===== config.mk =====
export PLATFORM = sky130hd
export DESIGN_NAME = gem_data_out
export DESIGN_NICKNAME = d
export VERILOG_FILES = /design/src/common/gem_tx_pkg.sv /design/src/link/gem_link_crc8.sv /design/src/link/gem_link_framer.sv /design/src/hw/gem_frame_stage.sv /design/src/hw/gem_link_startup.sv /design/src/hw/gem_ready_monitor.sv /design/src/hw/gem_data_out.sv
export VERILOG_INCLUDE_DIRS = /design/src /design/src/common
export SDC_FILE = /design/constraint.sdc
export NUM_CORES = 1
export LEC_CHECK = 0
export BUFFER_PORTS_ARGS = -buffer_cell sky130_fd_sc_hd__buf_2
export CELL_PAD_IN_SITES_DETAIL_PLACEMENT = 1
export CELL_PAD_IN_SITES_GLOBAL_PLACEMENT = 1
export CORE_MARGIN = 5
export CORE_UTILIZATION = 41
export CTS_CLUSTER_SIZE = 20
export DETAILED_ROUTE_END_ITERATION = 16
export PLACE_DENSITY = 0.75
export SETUP_SLACK_MARGIN = 0.3
export SLEW_MARGIN = 30
export SYNTH_ARGS = -nofsm -noshare
export SYNTH_HDL_FRONTEND = slang
export SYNTH_SLANG_ARGS = --single-unit

===== constraint.sdc =====
create_clock -name clock_40 -period 4.7 [get_ports clock_40]
set_clock_uncertainty 0.05 [all_clocks]
set_input_delay 0.235 -clock clock_40 [delete_from_list [all_inputs] [get_ports clock_40]]
set_output_delay 0.235 -clock clock_40 [all_outputs]
set_load 0.01 [all_outputs]

===== src/common/gem_tx_consts.svh =====
`ifndef GEM_TX_CONSTS_SVH
`define GEM_TX_CONSTS_SVH

// ---------------------------------------------------------------------
// Link and frame geometry
// ---------------------------------------------------------------------
`define GEM_N_LINKS       4         // Trigger links per front end
`define GEM_FRAME_WORDS   5         // Separator, three data words, CRC
`define GEM_LINK_BITS     56        // Payload bits carried by one link
`define GEM_DATA_BITS     112       // Two link halves
`define GEM_WORD_BITS     16        // Transceiver word
`define GEM_ISK_BITS      2         // One char-is-K flag per byte
`define GEM_CRC_BITS      8

`define GEM_IDLE_WORD     16'hFFFC  // K.28.7 in low byte, filler above
`define GEM_IDLE_ISK      2'b01

// Separator K-codes
`define GEM_K_BC0         8'hBC     // K.28.5
`define GEM_K_RESYNC      8'h3C     // K.28.1
`define GEM_K_OVERFLOW    8'hFE     // K.30.7
`define GEM_K_BX0         8'h1C     // K.28.0
`define GEM_K_BX1         8'hF7     // K.23.7
`define GEM_K_BX2         8'hFB     // K.27.7
`define GEM_K_BX3         8'hFD     // K.29.7

`define GEM_CRC_POLY      8'h07     // x^8 + x^2 + x + 1, seed zero, MSB first

// Startup and ready timing, in clock_40 cycles or frames
`define GEM_LINK_BASE     32        // Release of link 0
`define GEM_LINK_STEP     64        // Gap between link releases
`define GEM_STARTUP_DONE  320
`define GEM_READY_FRAMES  8         // Good frames in a row before ready

`endif


===== src/common/gem_tx_pkg.sv =====
`include "gem_tx_consts.svh"

package gem_tx_pkg;

   // Slot of the current word inside a five-word frame
   typedef enum logic [2:0] {
      WORD_SEP = 3'd0,  // Separator K-code plus data 7:0
      WORD_D1  = 3'd1,
      WORD_D2  = 3'd2,
      WORD_D3  = 3'd3,
      WORD_CRC = 3'd4   // CRC-8 in the low byte
   } frame_word_t;

   // Frame separator characters
   typedef enum logic [7:0] {
      K_BC0      = `GEM_K_BC0,
      K_RESYNC   = `GEM_K_RESYNC,
      K_OVERFLOW = `GEM_K_OVERFLOW,
      K_BX0      = `GEM_K_BX0,      // Rotating codes, picked by bunch counter
      K_BX1      = `GEM_K_BX1,
      K_BX2      = `GEM_K_BX2,
      K_BX3      = `GEM_K_BX3
   } k_code_t;

   typedef logic [`GEM_WORD_BITS-1:0] link_word_t;
   typedef logic [`GEM_ISK_BITS-1:0]  link_isk_t;
   typedef logic [`GEM_CRC_BITS-1:0]  crc_t;
   typedef logic [`GEM_LINK_BITS-1:0] link_data_t;  // One link's half of the frame

endpackage


===== src/link/gem_link_crc8.sv =====
`include "gem_tx_consts.svh"

module gem_link_crc8 (
   input  logic                    clock_40,
   input  logic                    arst_n_i,
   input  gem_tx_pkg::link_word_t  word_i,
   input  logic                    en_i,
   input  logic                    clr_i,
   output gem_tx_pkg::crc_t        crc_o
);

   import gem_tx_pkg::*;

   crc_t crc_q;

   // Sixteen serial CRC steps, word MSB first
   function automatic crc_t crc_step(input crc_t crc_in, input link_word_t word);
      crc_t c;
      int   bit_idx;
      c = crc_in;
      for (bit_idx = `GEM_WORD_BITS - 1; bit_idx >= 0; bit_idx--) begin
         if (c[`GEM_CRC_BITS-1] ^ word[bit_idx])
            c = {c[`GEM_CRC_BITS-2:0], 1'b0} ^ `GEM_CRC_POLY;
         else
            c = {c[`GEM_CRC_BITS-2:0], 1'b0};
      end
      return c;
   endfunction

   always_ff @(posedge clock_40 or negedge arst_n_i) begin
      if (!arst_n_i)
         crc_q <= '0;
      else if (clr_i)
         crc_q <= '0;                     // Clear wins, seed is zero
      else if (en_i)
         crc_q <= crc_step(crc_q, word_i);
   end

   assign crc_o = crc_q;

endmodule


===== src/link/gem_link_framer.sv =====
`include "gem_tx_consts.svh"

module gem_link_framer #(
   parameter int LINK_IDX = 0  // Even links carry the low half, odd the high half
) (
   input  logic                        clock_40,
   input  logic                        arst_n_i,
   input  logic                        link_en_i,
   input  gem_tx_pkg::frame_word_t     frame_word_i,
   input  logic                        frame_active_i,
   input  gem_tx_pkg::k_code_t         sep_code_i,
   input  logic [`GEM_DATA_BITS-1:0]   gem_data_i,
   output gem_tx_pkg::link_word_t      tx_data_o,
   output gem_tx_pkg::link_isk_t       tx_isk_o,
   output logic                        frame_done_o
);

   import gem_tx_pkg::*;

   link_data_t    link_data;
   link_word_t    word_nxt;
   link_isk_t     isk_nxt;
   logic          send;      // Link up and a frame in flight
   crc_t          crc;

   if (LINK_IDX % 2 == 0) begin : g_low_half
      assign link_data = gem_data_i[`GEM_LINK_BITS-1:0];
   end else begin : g_high_half
      assign link_data = gem_data_i[`GEM_DATA_BITS-1:`GEM_LINK_BITS];
   end

   assign send = link_en_i && frame_active_i;

   // ---------------------------------------------------------------------
   // Word multiplexer
   // ---------------------------------------------------------------------
   always_comb begin
      word_nxt = `GEM_IDLE_WORD;   // Idle unless a frame is going out
      isk_nxt  = `GEM_IDLE_ISK;
      if (send) begin
         case (frame_word_i)
            WORD_SEP: begin
               word_nxt = {link_data[7:0], sep_code_i};
               isk_nxt  = 2'b01;                      // K-code in low byte
            end
            WORD_D1: begin
               word_nxt = link_data[23:8];
               isk_nxt  = 2'b00;
            end
            WORD_D2: begin
               word_nxt = link_data[39:24];
               isk_nxt  = 2'b00;
            end
            WORD_D3: begin
               word_nxt = link_data[55:40];
               isk_nxt  = 2'b00;
            end
            WORD_CRC: begin
               word_nxt = {{(`GEM_WORD_BITS-`GEM_CRC_BITS){1'b0}}, crc};
               isk_nxt  = 2'b00;
            end
            default: ;                                 // Keep idle
         endcase
      end
   end

   // CRC sees words 0 to 3 as they are registered, restarts every period
   gem_link_crc8 u_crc (
      .clock_40 (clock_40),
      .arst_n_i (arst_n_i),
      .word_i   (word_nxt),
      .en_i     (send && (frame_word_i != WORD_CRC)),
      .clr_i    (frame_word_i == WORD_CRC),
      .crc_o    (crc)
   );

   always_ff @(posedge clock_40 or negedge arst_n_i) begin
      if (!arst_n_i) begin
         tx_data_o <= `GEM_IDLE_WORD;
         tx_isk_o  <= `GEM_IDLE_ISK;
      end else begin
         tx_data_o <= word_nxt;
         tx_isk_o  <= isk_nxt;
      end
   end

   // High while the CRC word goes into the output register
   assign frame_done_o = send && (frame_word_i == WORD_CRC);

   // A K-flagged word that is not idle must have been a separator slot
   a_isk_sep : assert property (@(posedge clock_40) disable iff (!arst_n_i)
      (tx_isk_o == 2'b01 && tx_data_o != `GEM_IDLE_WORD) |-> ($past(frame_word_i) == WORD_SEP))
      else $error("link %0d: K mask on non-separator word %h", LINK_IDX, tx_data_o);

endmodule


===== src/hw/gem_frame_stage.sv =====
`include "gem_tx_consts.svh"

module gem_frame_stage (
   input  logic                        clock_40,
   input  logic                        arst_n_i,
   input  logic                        startup_done_i,
   input  logic                        frame_valid_i,
   input  logic [`GEM_DATA_BITS-1:0]   gem_data_i,
   input  logic                        overflow_i,
   input  logic                        bc0_i,
   input  logic                        resync_i,
   input  logic [1:0]                  bxn_lsbs_i,
   output logic                        frame_ready_o,
   output gem_tx_pkg::frame_word_t     frame_word_o,
   output logic                        frame_active_o,
   output gem_tx_pkg::k_code_t         sep_code_o,
   output logic [`GEM_DATA_BITS-1:0]   gem_data_o
);

   import gem_tx_pkg::*;

   frame_word_t                  frame_word_q;   // Free-running slot counter
   frame_word_t                  frame_word_nxt;
   logic                         frame_active_q;
   logic                         accept;
   k_code_t                      sep_nxt;
   k_code_t                      sep_code_q;
   logic [`GEM_DATA_BITS-1:0]    gem_data_q;

   // Only the last slot of a period can take a new frame
   assign frame_ready_o = startup_done_i && (frame_word_q == WORD_CRC);
   assign accept        = frame_valid_i && frame_ready_o;

   // ---------------------------------------------------------------------
   // Slot counter and frame handshake
   // ---------------------------------------------------------------------
   always_comb begin
      case (frame_word_q)
         WORD_SEP: frame_word_nxt = WORD_D1;
         WORD_D1:  frame_word_nxt = WORD_D2;
         WORD_D2:  frame_word_nxt = WORD_D3;
         WORD_D3:  frame_word_nxt = WORD_CRC;
         default:  frame_word_nxt = WORD_SEP;  // Wrap after the CRC slot
      endcase
   end

   always_ff @(posedge clock_40 or negedge arst_n_i) begin
      if (!arst_n_i) begin
         frame_word_q   <= WORD_SEP;
         frame_active_q <= 1'b0;
      end else begin
         frame_word_q <= frame_word_nxt;
         if (frame_word_q == WORD_CRC)
            frame_active_q <= accept;  // No frame taken means an idle period
      end
   end

   // Separator priority: bc0, resync, overflow, then the bunch counter
   always_comb begin
      if (bc0_i)
         sep_nxt = K_BC0;
      else if (resync_i)
         sep_nxt = K_RESYNC;
      else if (overflow_i)
         sep_nxt = K_OVERFLOW;
      else begin
         case (bxn_lsbs_i)
            2'd0:    sep_nxt = K_BX0;
            2'd1:    sep_nxt = K_BX1;
            2'd2:    sep_nxt = K_BX2;
            default: sep_nxt = K_BX3;
         endcase
      end
   end

   // Payload capture on acceptance
   always_ff @(posedge clock_40) begin
      if (accept) begin
         gem_data_q <= gem_data_i;
         sep_code_q <= sep_nxt;
      end
   end

   assign frame_word_o   = frame_word_q;
   assign frame_active_o = frame_active_q;
   assign sep_code_o     = sep_code_q;
   assign gem_data_o     = gem_data_q;

   // Slot stays within the frame
   a_slot_range : assert property (@(posedge clock_40) disable iff (!arst_n_i)
      frame_word_q inside {WORD_SEP, WORD_D1, WORD_D2, WORD_D3, WORD_CRC})
      else $error("frame slot out of range: %0d", frame_word_q);

endmodule


===== src/hw/gem_link_startup.sv =====
`include "gem_tx_consts.svh"

module gem_link_startup (
   input  logic                      clock_40,
   input  logic                      arst_n_i,
   input  logic [`GEM_N_LINKS-1:0]   link_reset_i,
   output logic [`GEM_N_LINKS-1:0]   link_en_o,
   output logic                      startup_done_o
);

   localparam int CNT_BITS = $clog2(`GEM_STARTUP_DONE + 1);
   localparam logic [CNT_BITS-1:0] DONE_CNT = CNT_BITS'(`GEM_STARTUP_DONE);

   logic [CNT_BITS-1:0]      startup_cnt_q;  // Saturates at the done count
   logic [`GEM_N_LINKS-1:0]  released;

   always_ff @(posedge clock_40 or negedge arst_n_i) begin
      if (!arst_n_i)
         startup_cnt_q <= '0;
      else if (startup_cnt_q != DONE_CNT)
         startup_cnt_q <= startup_cnt_q + 1'b1;
   end

   // Staggered release, one link per step
   for (genvar i = 0; i < `GEM_N_LINKS; i++) begin : g_release
      localparam logic [CNT_BITS-1:0] RELEASE_CNT =
         CNT_BITS'(`GEM_LINK_BASE + i * `GEM_LINK_STEP);

      assign released[i] = (startup_cnt_q >= RELEASE_CNT);
   end

   always_ff @(posedge clock_40 or negedge arst_n_i) begin
      if (!arst_n_i) begin
         link_en_o      <= '0;
         startup_done_o <= 1'b0;
      end else begin
         link_en_o      <= released & ~link_reset_i;  // Per-link hold-off
         startup_done_o <= (startup_cnt_q == DONE_CNT);
      end
   end

endmodule


===== src/hw/gem_ready_monitor.sv =====
`include "gem_tx_consts.svh"

module gem_ready_monitor (
   input  logic                      clock_40,
   input  logic                      arst_n_i,
   input  logic [`GEM_N_LINKS-1:0]   frame_done_i,
   input  gem_tx_pkg::frame_word_t   frame_word_i,
   input  logic                      force_not_ready_i,
   output logic                      ready_o
);

   import gem_tx_pkg::*;

   localparam int CNT_BITS = $clog2(`GEM_READY_FRAMES + 1);
   localparam logic [CNT_BITS-1:0] READY_CNT = CNT_BITS'(`GEM_READY_FRAMES);

   logic [CNT_BITS-1:0] good_cnt_q;  // Complete frames in a row

   always_ff @(posedge clock_40 or negedge arst_n_i) begin
      if (!arst_n_i)
         good_cnt_q <= '0;
      else if (force_not_ready_i)
         good_cnt_q <= '0;
      else if (frame_word_i == WORD_CRC) begin
         if (&frame_done_i) begin
            if (good_cnt_q != READY_CNT)
               good_cnt_q <= good_cnt_q + 1'b1;   // Saturate at the limit
         end else
            good_cnt_q <= '0;                     // Idle period or a link down
      end
   end

   assign ready_o = (good_cnt_q == READY_CNT);

endmodule


===== src/hw/gem_data_out.sv =====
`include "gem_tx_consts.svh"

module gem_data_out (
   input  logic                                        clock_40,
   input  logic                                        arst_n_i,
   input  logic                                        frame_valid_i,
   input  logic [`GEM_DATA_BITS-1:0]                   gem_data_i,
   input  logic                                        overflow_i,
   input  logic                                        bc0_i,
   input  logic                                        resync_i,
   input  logic [1:0]                                  bxn_lsbs_i,
   input  logic [`GEM_N_LINKS-1:0]                     link_reset_i,
   input  logic                                        force_not_ready_i,
   output logic [`GEM_N_LINKS*`GEM_WORD_BITS-1:0]      tx_data_o,   // Link i in slice i
   output logic [`GEM_N_LINKS*`GEM_ISK_BITS-1:0]       tx_isk_o,
   output logic                                        startup_done_o,
   output logic                                        frame_ready_o,
   output logic                                        ready_o
);

   import gem_tx_pkg::*;

   frame_word_t                frame_word;
   logic                       frame_active;
   k_code_t                    sep_code;
   logic [`GEM_DATA_BITS-1:0]  gem_data_q;      // Captured frame, shared by all links
   logic [`GEM_N_LINKS-1:0]    link_en;
   logic [`GEM_N_LINKS-1:0]    frame_done;

   // ---------------------------------------------------------------------
   // Frame stage and startup
   // ---------------------------------------------------------------------
   gem_frame_stage u_stage (
      .clock_40       (clock_40),
      .arst_n_i       (arst_n_i),
      .startup_done_i (startup_done_o),
      .frame_valid_i  (frame_valid_i),
      .gem_data_i     (gem_data_i),
      .overflow_i     (overflow_i),
      .bc0_i          (bc0_i),
      .resync_i       (resync_i),
      .bxn_lsbs_i     (bxn_lsbs_i),
      .frame_ready_o  (frame_ready_o),
      .frame_word_o   (frame_word),
      .frame_active_o (frame_active),
      .sep_code_o     (sep_code),
      .gem_data_o     (gem_data_q)
   );

   gem_link_startup u_startup (
      .clock_40       (clock_40),
      .arst_n_i       (arst_n_i),
      .link_reset_i   (link_reset_i),
      .link_en_o      (link_en),
      .startup_done_o (startup_done_o)
   );

   // ---------------------------------------------------------------------
   // Link framers
   // ---------------------------------------------------------------------
   for (genvar i = 0; i < `GEM_N_LINKS; i++) begin : g_link
      gem_link_framer #(.LINK_IDX(i)) u_framer (
         .clock_40       (clock_40),
         .arst_n_i       (arst_n_i),
         .link_en_i      (link_en[i]),
         .frame_word_i   (frame_word),
         .frame_active_i (frame_active),
         .sep_code_i     (sep_code),
         .gem_data_i     (gem_data_q),
         .tx_data_o      (tx_data_o[i*`GEM_WORD_BITS +: `GEM_WORD_BITS]),
         .tx_isk_o       (tx_isk_o[i*`GEM_ISK_BITS +: `GEM_ISK_BITS]),
         .frame_done_o   (frame_done[i])
      );
   end

   gem_ready_monitor u_ready (
      .clock_40          (clock_40),
      .arst_n_i          (arst_n_i),
      .frame_done_i      (frame_done),
      .frame_word_i      (frame_word),
      .force_not_ready_i (force_not_ready_i),
      .ready_o           (ready_o)
   );

endmodule


==> Flow_metrics.wiki <==
{| class="wikitable"
! Metric !! Value
|-
| Area share of fa/ha/maj cells after synthesis || 0.00735
|-
| Sum of negative setup slack || 0 ns
|-
| Cells after Synth || between 900 and 1000
|-
| Post-layout nets || 1420
|-
| Number of nets still failing antenna checks after routing || 0
|-
| Vias after detailed routing || 8853
|-
| Data required time of the worst path || 5.10 ns
|-
| Highest routing layer actually used || met4
|-
| Worst-path maximum fanout || 30
|-
| Ant. Diodes || 0
|-
| Critical-path top delay cell || sky130_fd_sc_hd__dfrtp_2
|-
| Number of iterations in the first detailed-routing pass || 4
|-
| Critical path startpoint category || flop
|-
| Number of synthesized flops with an enable pin || between 100 and 150
|-
| Buffers plus inverters on the worst setup path || 1
|-
| Kind of cell adding the most delay to the critical path || XOR/XNOR gates
|-
| Kind of critical path || reg -> reg
|-
| Chip Width || 180 µm
|-
| Sum of met3 wire segment lengths after detailed routing || ~2400 µm
|-
| Clock input transition at the sequential cells of the worst setup and hold paths || 0.07 ns
|-
| Global-route wire length before repair || 60000 µm
|-
| Most common library cell in the layout ignoring fill and taps || sky130_fd_sc_hd__buf_2
|-
| Iteration-0 DRC count of the detailed router || between 600 and 700
|-
| # clock sinks || 241
|-
| Met2 Routed Length || 18900 µm
|-
| Worst path cell trace || buf_4 > mux4_2 > xnor2_2 > nor3_2 > xnor2_2 > xnor3_1 > xnor2_1 > xnor2_1 > or3_1 > a21oi_1
|-
| Max transition margin || 0.412
|-
| Number of cells after detailed placement || 1521
|-
| Period Utilization, post-route || 0.786
|-
| Distinct cell type count of the synthesized netlist || 67
|-
| Clock root buffer || sky130_fd_sc_hd__clkbuf_16
|-
| Routed length on met1 || 16400 µm
|-
| Clock network latency to the later pin of the worst-skew pair || between 0.5 and 0.6 ns
|-
| Path class of the lowest-slack min-delay path || in -> reg
|-
| Finished Core Util || 0.534
|-
| Combined global-route utilization of all metal layers || 0.234
|-
| RSZ-0062 raised after global routing || no
|-
| Initial cell density of the core || 0.415
|-
| Syn Std Cell Area || 11900 µm²
|-
| Final Non-Filler Cells || 1692
|-
| Total of max-cap violations || 0
|-
| Number of buffers inserted by port buffering || between 150 and 200
|-
| Number of setup violations in the final report || 0
|-
| Reg2reg setup slack || 1.00 ns
|-
| P per Cell Area || 292 nW/µm²
|-
| Flip-flop and latch count after synthesis || ~240
|-
| Worst Reg-to-Reg Cells || 10
|-
| Mean post-synth cell area || 12.2 µm²
|-
| Critical register-to-register path startpoint || u_stage.frame_word_o[1]$_DFF_PN0_
|-
| DRC violations left || 0
|-
| Number of buffers added by the clock tree synthesis step || 27
|-
| Maximum number of pins on one net before global-route repair || 73
|-
| Fraction of the mapped netlist area in simple logic gates || 0.0954
|-
| Buffers from clock root to sink, at most || 3
|-
| HPWL after detailed placement || 24600 µm
|-
| Multiplexer fraction of the synthesized cell area || 0.0806
|-
| Fraction of the mapped netlist area in compound gates || 0.0736
|-
| Die Footprint || 32600 µm²
|-
| VDD IR max || 271 µV
|-
| Most frequent cells in the layout || 194 x sky130_fd_sc_hd__buf_2, 138 x sky130_fd_sc_hd__xnor2_1, 122 x sky130_fd_sc_hd__dlygate4sd3_1
|-
| Overflow left after global routing || 0
|-
| Worst endpoint data arrival time || ~4.1 ns
|-
| Startpoint of the tightest hold check path || bxn_lsbs_i[1]
|-
| Crit path time final || 3.70 ns
|-
| Number of global-route vias before repair || 9745
|-
| Peak per-stage delay on the critical path || 0.88 ns
|-
| Initial antenna violation count || 0
|-
| Leakage power total || 0.00572 µW
|-
| Flip-flop cell with the highest count after synthesis || sky130_fd_sc_hd__edfxtp_1
|-
| Launch point of the worst path || u_stage.frame_word_o[1]$_DFF_PN0_
|-
| Via count normalized by instance count || 5.23
|-
| Least-Margin Pin Slew || 0.860 ns
|-
| Area Overhead vs Synth || 28.6%
|-
| Highest clock frequency the design can meet || around 270 MHz
|-
| Clock tree from TritonCTS || built
|-
| Share of post-route cells with drive strength above 1 || 0.281
|-
| CTS H-Tree Depth || 1
|-
| Kind of end point of the critical path || flop
|-
| Asr flop ratio synth || 0.506
|-
| DIE HEIGHT || 180 µm
|-
| Critical path depth in cells || 10
|-
| Warnings, synthesis || 0
|-
| Result of the run || finished, final reports clean
|-
| Final number of hold-violating endpoints || 0
|-
| Standard-cell row count || slightly above 60
|-
| Total Routed Length || 38600 µm
|-
| Post-synthesis xor/xnor area fraction || 0.149
|-
| Worst Slack Setup Final || 1.00 ns
|-
| Largest family of logic cells by synthesized area || XOR/XNOR gates
|-
| Area of the placeable core || 28700 µm²
|-
| Part of the Yosys area used for sequential elements || 0.563
|-
| Boundary Pins || 200
|-
| Number of fill cells || 3015
|-
| Count of pins over their slew limit || 0
|-
| DR WL/cell || 22.8 µm
|-
| CTS resizes || 0
|-
| Worst Hold Depth || 3
|-
| GP Congestion || just under 0.9
|-
| Pre-CTS setup slack || ~1.1 ns
|}
[Yosys cell counts, types with 7 or more instances]
| master | n | area [µm²] |
|---|---|---|
| sky130_fd_sc_hd__a21oi_1 | 43 | 215 |
| sky130_fd_sc_hd__inv_1 | 14 | 52.6 |
| sky130_fd_sc_hd__nor3_1 | 14 | 70.1 |
| sky130_fd_sc_hd__ha_1 | 7 | 87.6 |
| sky130_fd_sc_hd__a211oi_1 | 9 | 67.6 |
| sky130_fd_sc_hd__xnor2_1 | 138 | 1210 |
| sky130_fd_sc_hd__nor2_1 | 78 | 293 |
| sky130_fd_sc_hd__xor2_1 | 43 | 377 |
| sky130_fd_sc_hd__nand3_1 | 14 | 70.1 |
| sky130_fd_sc_hd__nand2_1 | 117 | 439 |
| sky130_fd_sc_hd__mux2i_1 | 19 | 190 |
| sky130_fd_sc_hd__dfrtp_1 | 62 | 1550 |
| sky130_fd_sc_hd__buf_4 | 11 | 82.6 |
| sky130_fd_sc_hd__dfstp_2 | 60 | 1580 |
| sky130_fd_sc_hd__and2_1 | 9 | 56.3 |
| sky130_fd_sc_hd__clkbuf_1 | 28 | 105 |
| sky130_fd_sc_hd__buf_2 | 9 | 45.0 |
| sky130_fd_sc_hd__mux4_2 | 32 | 721 |
| sky130_fd_sc_hd__o21ai_0 | 65 | 325 |
| sky130_fd_sc_hd__edfxtp_1 | 119 | 3570 |
[worst min-delay path, delay by kind of cell]
family | cells | cell delay, ns
buffers and inverters | 1 | 0.09
adder cells (fa/ha/maj) | 1 | 0.13
AND/OR/NAND/NOR | 1 | 0.05
[what timing repair did]
item / in CTS / in global routing
hold buffers: 122 / 0
endpoints found under the setup margin: 0 / 0
setup buffers: 0 / 0
endpoints found under the hold margin: 165 / 0
[path summary, 6_finish.rpt]
path / to
setup / recovery: g_link[2].u_framer.u_crc.crc_o[6]$_DFFE_PN0P_
setup reg to reg: g_link[2].u_framer.u_crc.crc_o[6]$_DFFE_PN0P_
min in group asynchronous: g_link[3].u_framer.u_crc.crc_o[5]$_DFFE_PN0P_
hold reg to reg: u_startup.startup_cnt_q[4]$_DFFE_PN0N_
max in group asynchronous: g_link[0].u_framer.tx_data_o[1]$_DFF_PN0_
hold / removal: u_stage.sep_code_o[2]$_SDFFCE_PP1P_
[cell type report]
type	count	area, µm²	area share
clock inverter	13	124	0.00808
timing repair buffer	335	2360	0.154
inverter	16	60.1	0.00392
sequential	241	6710	0.438
multi-input combinational	667	4860	0.317
clock buffer	36	729	0.0476
tap	384	480	0.0314
[metal layers]
metal | track usage | vias to the layer above
met5 | 0 | -
met4 | 0.0517 | 0
met3 | 0.0488 | 58
met2 | 0.394 | 297
met1 | 0.314 | 4472
li1 | - | 4026
[where the power goes]
group	switching [µW]	internal [µW]	leakage, µW	total (µW)
clock network	882	1200	0.000413	2080
logic	72.1	106	0.00276	178
registers	0.374	2220	0.00255	2220
total	955	3520	0.00572	4480
[flip-flops by register name, summed over array words and instances, names as in the netlist, 3 cells and up]
| signal | flops |
|---|---|
| g_link.u_framer.tx_data_o | 64 |
| u_stage.frame_word_o | 3 |
| u_ready.good_cnt_q | 4 |
| u_startup.link_en_o | 4 |
| u_stage.gem_data_o | 112 |
| g_link.u_framer.u_crc.crc_o | 32 |
| u_stage.sep_code_o | 7 |
| u_startup.startup_cnt_q | 9 |
| g_link.u_framer.tx_isk_o | 4 |
[stage by stage]
step                hold WS (ns)  instance area [µm²]  power (µW)
floorplan                 -0.111                11900        2270
finish                    0.0940                15300        4480
global route              0.0758                15300        4640
global placement           0.361                13200        2350
CTS                       0.0701                15300        4490
detailed placement         0.356                13200        2350
[cell families (layout without fill, tap and decap cells)]
group	after synthesis	count (layout)
fa+ha+maj	7	7
simple gates	261	261
other cells	1	4
buf+inv	72	400
mux	54	54
xor+xnor	191	191
compound gates	150	150
flops	241	241
Note: power is estimated with default switching activity, not from simulation.
